`src/csr_types_pkg.sv`:
```
package csr_types_pkg;

    // rv64 only
    localparam int XLEN = 64;

    typedef logic [XLEN-1:0] csr_data_t;
    typedef logic [11:0] csr_addr_t;

    // one pmp entry config byte: L, 2 reserved, A[1:0], X, W, R
    typedef logic [7:0] pmp_cfg_byte_t;

    // rv64 packs eight cfg bytes into each even pmpcfg
    localparam int PMPCFG_BYTES = XLEN / $bits(pmp_cfg_byte_t);

    // pmpcfg0 + pmpcfg2
    localparam int MAX_PMP_ENTRIES = 2 * PMPCFG_BYTES;

    localparam int PMP_CFG_BUS_W = MAX_PMP_ENTRIES * $bits(pmp_cfg_byte_t);

    // mstatus.UXL lives at [33:32]
    localparam int UXL_LSB = 32;

endpackage

```
`src/csr_addr_pkg.sv`:
```
package csr_addr_pkg;

    // machine information, read-only
    localparam csr_types_pkg::csr_addr_t CSR_MVENDORID  = 12'hF11;
    localparam csr_types_pkg::csr_addr_t CSR_MARCHID    = 12'hF12;
    localparam csr_types_pkg::csr_addr_t CSR_MIMPID     = 12'hF13;
    localparam csr_types_pkg::csr_addr_t CSR_MHARTID    = 12'hF14;
    localparam csr_types_pkg::csr_addr_t CSR_MCONFIGPTR = 12'hF15;

    // trap setup
    localparam csr_types_pkg::csr_addr_t CSR_MSTATUS    = 12'h300;
    localparam csr_types_pkg::csr_addr_t CSR_MISA       = 12'h301;
    localparam csr_types_pkg::csr_addr_t CSR_MEDELEG    = 12'h302;
    localparam csr_types_pkg::csr_addr_t CSR_MIDELEG    = 12'h303;
    localparam csr_types_pkg::csr_addr_t CSR_MIE        = 12'h304;
    localparam csr_types_pkg::csr_addr_t CSR_MTVEC      = 12'h305;
    localparam csr_types_pkg::csr_addr_t CSR_MCOUNTEREN = 12'h306;

    // trap handling
    localparam csr_types_pkg::csr_addr_t CSR_MSCRATCH   = 12'h340;
    localparam csr_types_pkg::csr_addr_t CSR_MEPC       = 12'h341;
    localparam csr_types_pkg::csr_addr_t CSR_MCAUSE     = 12'h342;
    localparam csr_types_pkg::csr_addr_t CSR_MTVAL      = 12'h343;
    localparam csr_types_pkg::csr_addr_t CSR_MIP        = 12'h344;

    // memory protection, even cfg regs only on rv64
    localparam csr_types_pkg::csr_addr_t CSR_PMPCFG0    = 12'h3A0;
    localparam csr_types_pkg::csr_addr_t CSR_PMPCFG2    = 12'h3A2;

    localparam csr_types_pkg::csr_addr_t CSR_PMPADDR_BASE = 12'h3B0;
    // last number the cfg regs can describe
    localparam csr_types_pkg::csr_addr_t CSR_PMPADDR_LAST =
        CSR_PMPADDR_BASE + csr_types_pkg::csr_addr_t'(csr_types_pkg::MAX_PMP_ENTRIES - 1);

endpackage

```
`src/machine_csr_bank.sv`:
```
`timescale 1ns/10ps

module machine_csr_bank (
    input  logic                      i_clk,
    input  logic                      i_rst,
    input  logic                      i_clk_en,
    input  logic                      i_csr_we,
    input  csr_types_pkg::csr_addr_t  i_csr_waddr,
    input  csr_types_pkg::csr_data_t  i_csr_wdata,
    input  csr_types_pkg::csr_addr_t  i_csr_raddr,
    output logic                      o_hit,
    output csr_types_pkg::csr_data_t  o_rdata,
    output csr_types_pkg::csr_data_t  o_mepc,
    output csr_types_pkg::csr_data_t  o_mtvec,
    output logic [1:0]                o_uxl
);

    import csr_types_pkg::*;
    import csr_addr_pkg::*;

    csr_data_t r_mstatus, r_misa, r_medeleg, r_mideleg;
    csr_data_t r_mie, r_mtvec, r_mcounteren, r_mscratch;
    csr_data_t r_mepc, r_mcause, r_mtval, r_mip;

    always_ff @(posedge i_clk)
    begin
        if (i_rst)
        begin
            r_mstatus    <= '0;
            r_misa       <= '0;
            r_medeleg    <= '0;
            r_mideleg    <= '0;
            r_mie        <= '0;
            r_mtvec      <= '0;
            r_mcounteren <= '0;
            r_mscratch   <= '0;
            r_mepc       <= '0;
            r_mcause     <= '0;
            r_mtval      <= '0;
            r_mip        <= '0;
        end
        else if (i_clk_en && i_csr_we)
        begin
            case (i_csr_waddr)
                CSR_MSTATUS:    r_mstatus    <= i_csr_wdata;
                CSR_MISA:       r_misa       <= i_csr_wdata;
                CSR_MEDELEG:    r_medeleg    <= i_csr_wdata;
                CSR_MIDELEG:    r_mideleg    <= i_csr_wdata;
                CSR_MIE:        r_mie        <= i_csr_wdata;
                CSR_MTVEC:      r_mtvec      <= i_csr_wdata;
                CSR_MCOUNTEREN: r_mcounteren <= i_csr_wdata;
                CSR_MSCRATCH:   r_mscratch   <= i_csr_wdata;
                CSR_MEPC:       r_mepc       <= i_csr_wdata;
                CSR_MCAUSE:     r_mcause     <= i_csr_wdata;
                CSR_MTVAL:      r_mtval      <= i_csr_wdata;
                CSR_MIP:        r_mip        <= i_csr_wdata;
                default: ; // id regs and foreign numbers
            endcase
        end
    end

    always_comb
    begin
        o_hit   = 1'b1;
        o_rdata = '0;
        case (i_csr_raddr)
            // single hart, no vendor info
            CSR_MVENDORID, CSR_MARCHID, CSR_MIMPID,
            CSR_MHARTID, CSR_MCONFIGPTR: o_rdata = '0;
            CSR_MSTATUS:    o_rdata = r_mstatus;
            CSR_MISA:       o_rdata = r_misa;
            CSR_MEDELEG:    o_rdata = r_medeleg;
            CSR_MIDELEG:    o_rdata = r_mideleg;
            CSR_MIE:        o_rdata = r_mie;
            CSR_MTVEC:      o_rdata = r_mtvec;
            CSR_MCOUNTEREN: o_rdata = r_mcounteren;
            CSR_MSCRATCH:   o_rdata = r_mscratch;
            CSR_MEPC:       o_rdata = r_mepc;
            CSR_MCAUSE:     o_rdata = r_mcause;
            CSR_MTVAL:      o_rdata = r_mtval;
            CSR_MIP:        o_rdata = r_mip;
            default:        o_hit   = 1'b0; // not ours
        endcase
    end

    assign o_mepc  = r_mepc;
    assign o_mtvec = r_mtvec;
    assign o_uxl   = r_mstatus[UXL_LSB +: 2];

endmodule

```
`src/pmp_csr_bank.sv`:
```
`timescale 1ns/10ps

module pmp_csr_bank #(
    parameter int PMP_ENTRIES = 8
) (
    input  logic                      i_clk,
    input  logic                      i_rst,
    input  logic                      i_clk_en,
    input  logic                      i_csr_we,
    input  csr_types_pkg::csr_addr_t  i_csr_waddr,
    input  csr_types_pkg::csr_data_t  i_csr_wdata,
    input  csr_types_pkg::csr_addr_t  i_csr_raddr,
    output logic                      o_hit,
    output csr_types_pkg::csr_data_t  o_rdata,
    output logic [PMP_ENTRIES*csr_types_pkg::XLEN-1:0] o_pmp_addr_bus,
    output logic [csr_types_pkg::PMP_CFG_BUS_W-1:0]    o_pmp_cfg_bus
);

    import csr_types_pkg::*;
    import csr_addr_pkg::*;

    localparam int CFG_W = $bits(pmp_cfg_byte_t);

    csr_data_t r_pmpcfg0;
    csr_data_t r_pmpcfg2;
    csr_data_t r_pmpaddr [PMP_ENTRIES];

    csr_addr_t w_offset, r_offset; // entry index within the pmpaddr block
    logic      r_in_range;

    assign w_offset   = i_csr_waddr - CSR_PMPADDR_BASE;
    assign r_offset   = i_csr_raddr - CSR_PMPADDR_BASE;
    assign r_in_range = (i_csr_raddr >= CSR_PMPADDR_BASE) && (i_csr_raddr <= CSR_PMPADDR_LAST);

    always_ff @(posedge i_clk)
    begin
        if (i_rst)
        begin
            r_pmpcfg0 <= '0;
            r_pmpcfg2 <= '0;
            for (int n = 0; n < PMP_ENTRIES; n++)
                r_pmpaddr[n] <= '0;
        end
        else if (i_clk_en && i_csr_we)
        begin
            if (i_csr_waddr == CSR_PMPCFG0)
                r_pmpcfg0 <= i_csr_wdata;
            if (i_csr_waddr == CSR_PMPCFG2)
                r_pmpcfg2 <= i_csr_wdata;
            // entries past PMP_ENTRIES never match
            for (int n = 0; n < PMP_ENTRIES; n++)
                if (i_csr_waddr >= CSR_PMPADDR_BASE && w_offset == csr_addr_t'(n))
                    r_pmpaddr[n] <= i_csr_wdata;
        end
    end

    always_comb
    begin
        o_hit   = 1'b1;
        o_rdata = '0;
        if (i_csr_raddr == CSR_PMPCFG0)
            o_rdata = r_pmpcfg0;
        else if (i_csr_raddr == CSR_PMPCFG2)
            o_rdata = r_pmpcfg2;
        else if (r_in_range)
        begin
            for (int n = 0; n < PMP_ENTRIES; n++)
                if (r_offset == csr_addr_t'(n))
                    o_rdata = r_pmpaddr[n];
        end
        else
            o_hit = 1'b0;
    end

    // cfg bytes: pmpcfg0 fills entries 0..7, pmpcfg2 entries 8..15
    always_comb
    begin
        for (int b = 0; b < PMPCFG_BYTES; b++)
        begin
            o_pmp_cfg_bus[b*CFG_W +: CFG_W]                  = r_pmpcfg0[b*CFG_W +: CFG_W];
            o_pmp_cfg_bus[(b+PMPCFG_BYTES)*CFG_W +: CFG_W]   = r_pmpcfg2[b*CFG_W +: CFG_W];
        end
        for (int n = 0; n < PMP_ENTRIES; n++)
            o_pmp_addr_bus[n*XLEN +: XLEN] = r_pmpaddr[n];
    end

endmodule

```
`src/csr_read_port.sv`:
```
`timescale 1ns/10ps

module csr_read_port (
    input  logic                      i_clk,
    input  logic                      i_rst,
    input  logic                      i_clk_en,
    input  logic                      i_machine_hit,
    input  logic                      i_pmp_hit,
    input  csr_types_pkg::csr_data_t  i_machine_rdata,
    input  csr_types_pkg::csr_data_t  i_pmp_rdata,
    output csr_types_pkg::csr_data_t  o_csr_rdata
);

    import csr_types_pkg::*;

    csr_data_t sel_data;
    csr_data_t r_rdata;

    // banks decode disjoint ranges, so at most one hit is set
    assign sel_data = ({XLEN{i_machine_hit}} & i_machine_rdata)
                    | ({XLEN{i_pmp_hit}}     & i_pmp_rdata);

    always_ff @(posedge i_clk)
    begin
        if (i_rst)
            r_rdata <= '0;
        else if (i_clk_en)
            r_rdata <= sel_data; // pre-edge value, no write bypass
    end

    assign o_csr_rdata = r_rdata;

endmodule

```
`src/csr_reg_file.sv`:
```
`timescale 1ns/10ps

module csr_reg_file #(
    parameter int PMP_ENTRIES = 8
) (
    input  logic                      i_clk,
    input  logic                      i_rst,
    input  logic                      i_clk_en,
    input  logic                      i_csr_we,
    input  csr_types_pkg::csr_addr_t  i_csr_waddr,
    input  csr_types_pkg::csr_data_t  i_csr_wdata,
    input  csr_types_pkg::csr_addr_t  i_csr_raddr,
    output csr_types_pkg::csr_data_t  o_csr_rdata,
    output csr_types_pkg::csr_data_t  o_mepc,
    output csr_types_pkg::csr_data_t  o_mtvec,
    output logic [1:0]                o_uxl,
    output logic [PMP_ENTRIES*csr_types_pkg::XLEN-1:0] o_pmp_addr_bus,
    output logic [csr_types_pkg::PMP_CFG_BUS_W-1:0]    o_pmp_cfg_bus
);

    import csr_types_pkg::*;

    logic      machine_hit, pmp_hit;
    csr_data_t machine_rdata, pmp_rdata;

    machine_csr_bank machine_csr_bank_inst (
        .i_clk       (i_clk),
        .i_rst       (i_rst),
        .i_clk_en    (i_clk_en),
        .i_csr_we    (i_csr_we),
        .i_csr_waddr (i_csr_waddr),
        .i_csr_wdata (i_csr_wdata),
        .i_csr_raddr (i_csr_raddr),
        .o_hit       (machine_hit),
        .o_rdata     (machine_rdata),
        .o_mepc      (o_mepc),
        .o_mtvec     (o_mtvec),
        .o_uxl       (o_uxl)
    );

    pmp_csr_bank #(
        .PMP_ENTRIES (PMP_ENTRIES)
    ) pmp_csr_bank_inst (
        .i_clk          (i_clk),
        .i_rst          (i_rst),
        .i_clk_en       (i_clk_en),
        .i_csr_we       (i_csr_we),
        .i_csr_waddr    (i_csr_waddr),
        .i_csr_wdata    (i_csr_wdata),
        .i_csr_raddr    (i_csr_raddr),
        .o_hit          (pmp_hit),
        .o_rdata        (pmp_rdata),
        .o_pmp_addr_bus (o_pmp_addr_bus),
        .o_pmp_cfg_bus  (o_pmp_cfg_bus)
    );

    csr_read_port csr_read_port_inst (
        .i_clk           (i_clk),
        .i_rst           (i_rst),
        .i_clk_en        (i_clk_en),
        .i_machine_hit   (machine_hit),
        .i_pmp_hit       (pmp_hit),
        .i_machine_rdata (machine_rdata),
        .i_pmp_rdata     (pmp_rdata),
        .o_csr_rdata     (o_csr_rdata)
    );

endmodule

```
`config.mk`:
```
export PLATFORM = sky130hd
export DESIGN_NAME = csr_reg_file
export DESIGN_NICKNAME = d
export VERILOG_FILES = /design/src/csr_types_pkg.sv /design/src/csr_addr_pkg.sv /design/src/machine_csr_bank.sv /design/src/pmp_csr_bank.sv /design/src/csr_read_port.sv /design/src/csr_reg_file.sv
export SDC_FILE = /design/constraint.sdc
export NUM_CORES = 2
export LEC_CHECK = 0
export ABC_AREA = 1
export BUFFER_PORTS_ARGS = -buffer_cell sky130_fd_sc_hd__buf_2
export CORE_MARGIN = 2
export CORE_UTILIZATION = 26
export CTS_CLUSTER_DIAMETER = 40
export DETAILED_ROUTE_END_ITERATION = 12
export HOLD_SLACK_MARGIN = 0.05
export SYNTH_ARGS = -nofsm -noshare
export SYNTH_HDL_FRONTEND = slang
export SYNTH_SLANG_ARGS = --single-unit
```
`constraint.sdc`:
```
create_clock -name i_clk -period 10.9 [get_ports i_clk]
set_input_delay 3.27 -clock i_clk [delete_from_list [all_inputs] [get_ports i_clk]]
set_output_delay 3.27 -clock i_clk [all_outputs]
set_load 0.01 [all_outputs]
```
==> run_results.csv <==
group,metric,value,unit
clock_tree,clock_sinks,1472,
sta,finalHoldViolCount,0,
logic_synthesis,synth-adder-area-share,0,
logic_synthesis,syn_area_per_cell,7.98,um^2
logic_synthesis,synth-warning-count,0,
cells_and_area,syn2layout_area_growth,21.6,%
floorplanning,dieWidth,493,um
logic_synthesis,synth_edf_count,512,
global_route,grt_pass1_wl,451,mm
sta,finalSetupTns,0,ns
placed_design,placed_cell_area,69600,um^2
status,status,"finished, final reports clean",
drt,firstDrtPassIters,6,
floorplanning,rows,179,
floorplanning,die_h,493,um
sta,final.min_clock_period,6.59,ns
worst_setup_path,worst_ep_arrival_time,7.32,ns
job,maxCapViolCount,0,
logic_synthesis,yosysSeqAreaShare,0.556,
clock_tree,ctsHoldBuffers,0,
drt,vias_per_cell,5.06,
logic_synthesis,ys_top_cells_by_area,"dfxtp_1, edfxtp_1, o21ai_0",
global_route,grt_max_degree,289,
power,p_leak,29.1,nW
power,powerDensity,170,nW/um^2
worst_setup_path,critPathLaunchType,"input pin",
logic_synthesis,muxShareOfSynthArea,0,
logic_synthesis,synth_commonest_cells,"nor2_1, o21ai_0, inv_1",
sta,tightest_slew,1.29,ns
placed_design,gp_congestion,0.969,
clock_tree,clock-root-buffer,"clkbuf_16",
worst_setup_path,path_class,"in -> reg",
sta,fmax,152,MHz
floorplanning,coreArea,238000,um^2
logic_synthesis,yosys.area.top_type,"dfxtp_1",
floorplanning,pin_count,926,
clock_tree,cts_tree,"built",
cells_and_area,max_flop_register,"pmp_csr_bank_inst.r_pmpaddr",
clock_tree,clk-insertion-delay-late,0.84,ns
cells_and_area,nNetsFinal,8503,
drt,postRouteAntennaNets,0,
cells_and_area,largest_reg_flops,512,
cells_and_area,drive_above_1_share,0.165,
sta,rsz0062_at_grt,"no",
drt,wire_per_inst,28.7,um
floorplanning,floorplan.die_area,243000,um^2
floorplanning,start_util,0.262,
clock_tree,ctsHtreeMaxLevel,4,
logic_synthesis,synthArstFlopShare,0,
logic_synthesis,ys.flop_type,"dfxtp_1",
logic_synthesis,synthSimpleGateAreaFrac,0.173,
sta,setup-violations-final,0,
global_route,grt_usage,0.264,
logic_synthesis,synthCells,7801,
clock_tree,clockBufferDepth,3,
global_route,grt_overflow,0,
logic_synthesis,synthXorXnorAreaFrac,0,
sta,skew,0.0458,ns
logic_synthesis,synth-seq-cells,1472,
drt,vias,59386,
logic_synthesis,netlist_area,62200,um^2
logic_synthesis,synth_top_family_by_area,"simple AND/OR/NAND/NOR gates",
worst_setup_path,worstPathMaxFanout,41,
logic_synthesis,synth_cell_types,32,
global_route,grt_pass1_vias,52790,
clock_tree,post-cts-setup-buffers,0,
global_route,antenna_found_initial,41,
clock_tree,path_clk_slew,0.06,ns
cells_and_area,design_area,75700,um^2
drt,routed_wl,336,mm
power,ir_drop,0.171,mV
sta,min_period_over_period,0.604,
drt,drt-initial-drc-count,7922,
clock_tree,post_cts_resized,0,
logic_synthesis,synthesis.nets,7893,
worst_setup_path,end_kind,"flip-flop",
clock_tree,cts_buffers,175,
placed_design,port_buffers,925,
drt,drc,0,
sta,slew_violations,0,
logic_synthesis,synth.most_common_cell,"nor2_1",
placed_design,hpwl,242,mm
worst_setup_path,required,11.63,ns
worst_hold_path,worstHoldPathType,"reg -> reg",
logic_synthesis,yosysTopAreaCellShare,0.309,
sta,slew_headroom,0.142,
logic_synthesis,synth-compound-area-share,0.170,
-- cell usage in the layout, fill, tap and decap left out, types with 4 or more instances in the layout --
cell / Yosys / layout
a21oi_1: 952 / 952
buf_2: 124 / 923
buf_4: 12 / 98
bufinv_16: 0 / 19
clkbuf_1: 435 / 19
clkbuf_16: 0 / 177
clkbuf_8: 0 / 15
clkinv_1: 2 / 4
clkinv_2: 0 / 34
clkinv_4: 0 / 17
clkinv_8: 0 / 6
clkinvlp_4: 0 / 9
dfxtp_1: 960 / 960
diode_2: 0 / 6
edfxtp_1: 512 / 512
inv_1: 1028 / 1027
inv_16: 0 / 5
inv_2: 9 / 7
inv_4: 0 / 7
inv_6: 0 / 10
inv_8: 0 / 4
nand2_1: 845 / 826
nand2_2: 3 / 8
nand2_4: 1 / 15
nand3_1: 388 / 376
nand3_4: 0 / 11
nand4_1: 116 / 116
nor2_1: 1162 / 1151
nor2_2: 5 / 4
nor2_4: 4 / 16
nor3_1: 53 / 52
o21ai_0: 1065 / 1065
o21ai_1: 41 / 41
o221ai_1: 5 / 5
o22ai_1: 30 / 30
or2_2: 17 / 17
-- final timing paths --
kind,from,to,slack [ns],depth (start not counted)
max,i_csr_raddr[11],csr_read_port_inst.o_csr_rdata[55],4.31,13
min,machine_csr_bank_inst.r_mcounteren[62],machine_csr_bank_inst.r_mcounteren[62],0.44,2
max reg2reg,machine_csr_bank_inst.o_mtvec[1],csr_read_port_inst.o_csr_rdata[1],9.14,8
min reg2reg,machine_csr_bank_inst.r_mcounteren[62],machine_csr_bank_inst.r_mcounteren[62],0.44,2
-- cell families after synthesis --
group / count (synthesis)
flops: 1472
simple gates: 2601
buf+inv: 1630
compound gates: 2098
-- layer usage --
| metal | share of wire | global-route usage | routed length (um) | vias up |
|---|---|---|---|---|
| li1 | - | - | - | 26633 |
| met2 | 0.41 | 0.377 | 137000 | 3733 |
| met4 | 0.084 | 0.185 | 28200 | 52 |
| met5 | 0.0010 | 0 | 348 | - |
| met1 | 0.38 | 0.335 | 129000 | 28192 |
| met3 | 0.12 | 0.0852 | 41300 | 776 |
-- worst max-delay path, cell delays in order --
cell and delay [ns]:
buf_2 0.11, inv_1 0.05, nand2_1 0.07, nor2_4 0.46, nand2_2 0.65, nor3_4 0.83, clkinv_2 0.65, buf_4 0.48
or2_2 0.36, nand2_1 0.08, nand4_1 0.09, nand2_1 0.08, inv_1 0.04
-- report_power, final --
group	switching [mW]	total (mW)	leakage, nW	internal, mW
logic	0.569	0.729	13.5	0.160
clock network	2.62	6.21	2.98	3.59
registers	0.119	5.93	12.6	5.81
-- area by class of cell --
class,instances,area (um^2)
clock buffers,211,4710
diodes,6,15.0
repair buffers,1024,5420
flip-flops and latches,1472,34600
clock inverters,112,1380
inverters,1039,3910
fillers,25541,162000
multi-input cells,4699,21700
well taps,3167,3960
-- per-stage QoR --
stage          power (mW)  cells  utilization  hold slack [ns]  worst slack, ns
6_report             12.9  11730        0.318            0.445             4.31
5_1_grt              13.1  11725        0.318            0.456             4.13
4_1_cts              12.9  11724        0.318            0.445             4.42
3_5_place_dp         6.75  11401        0.293            0.436             3.53
3_3_place_gp         6.75  11401        0.293            0.432             3.58
2_1_floorplan        6.28   7801            -            0.424             1.64
(Power assumes the default switching activity.)
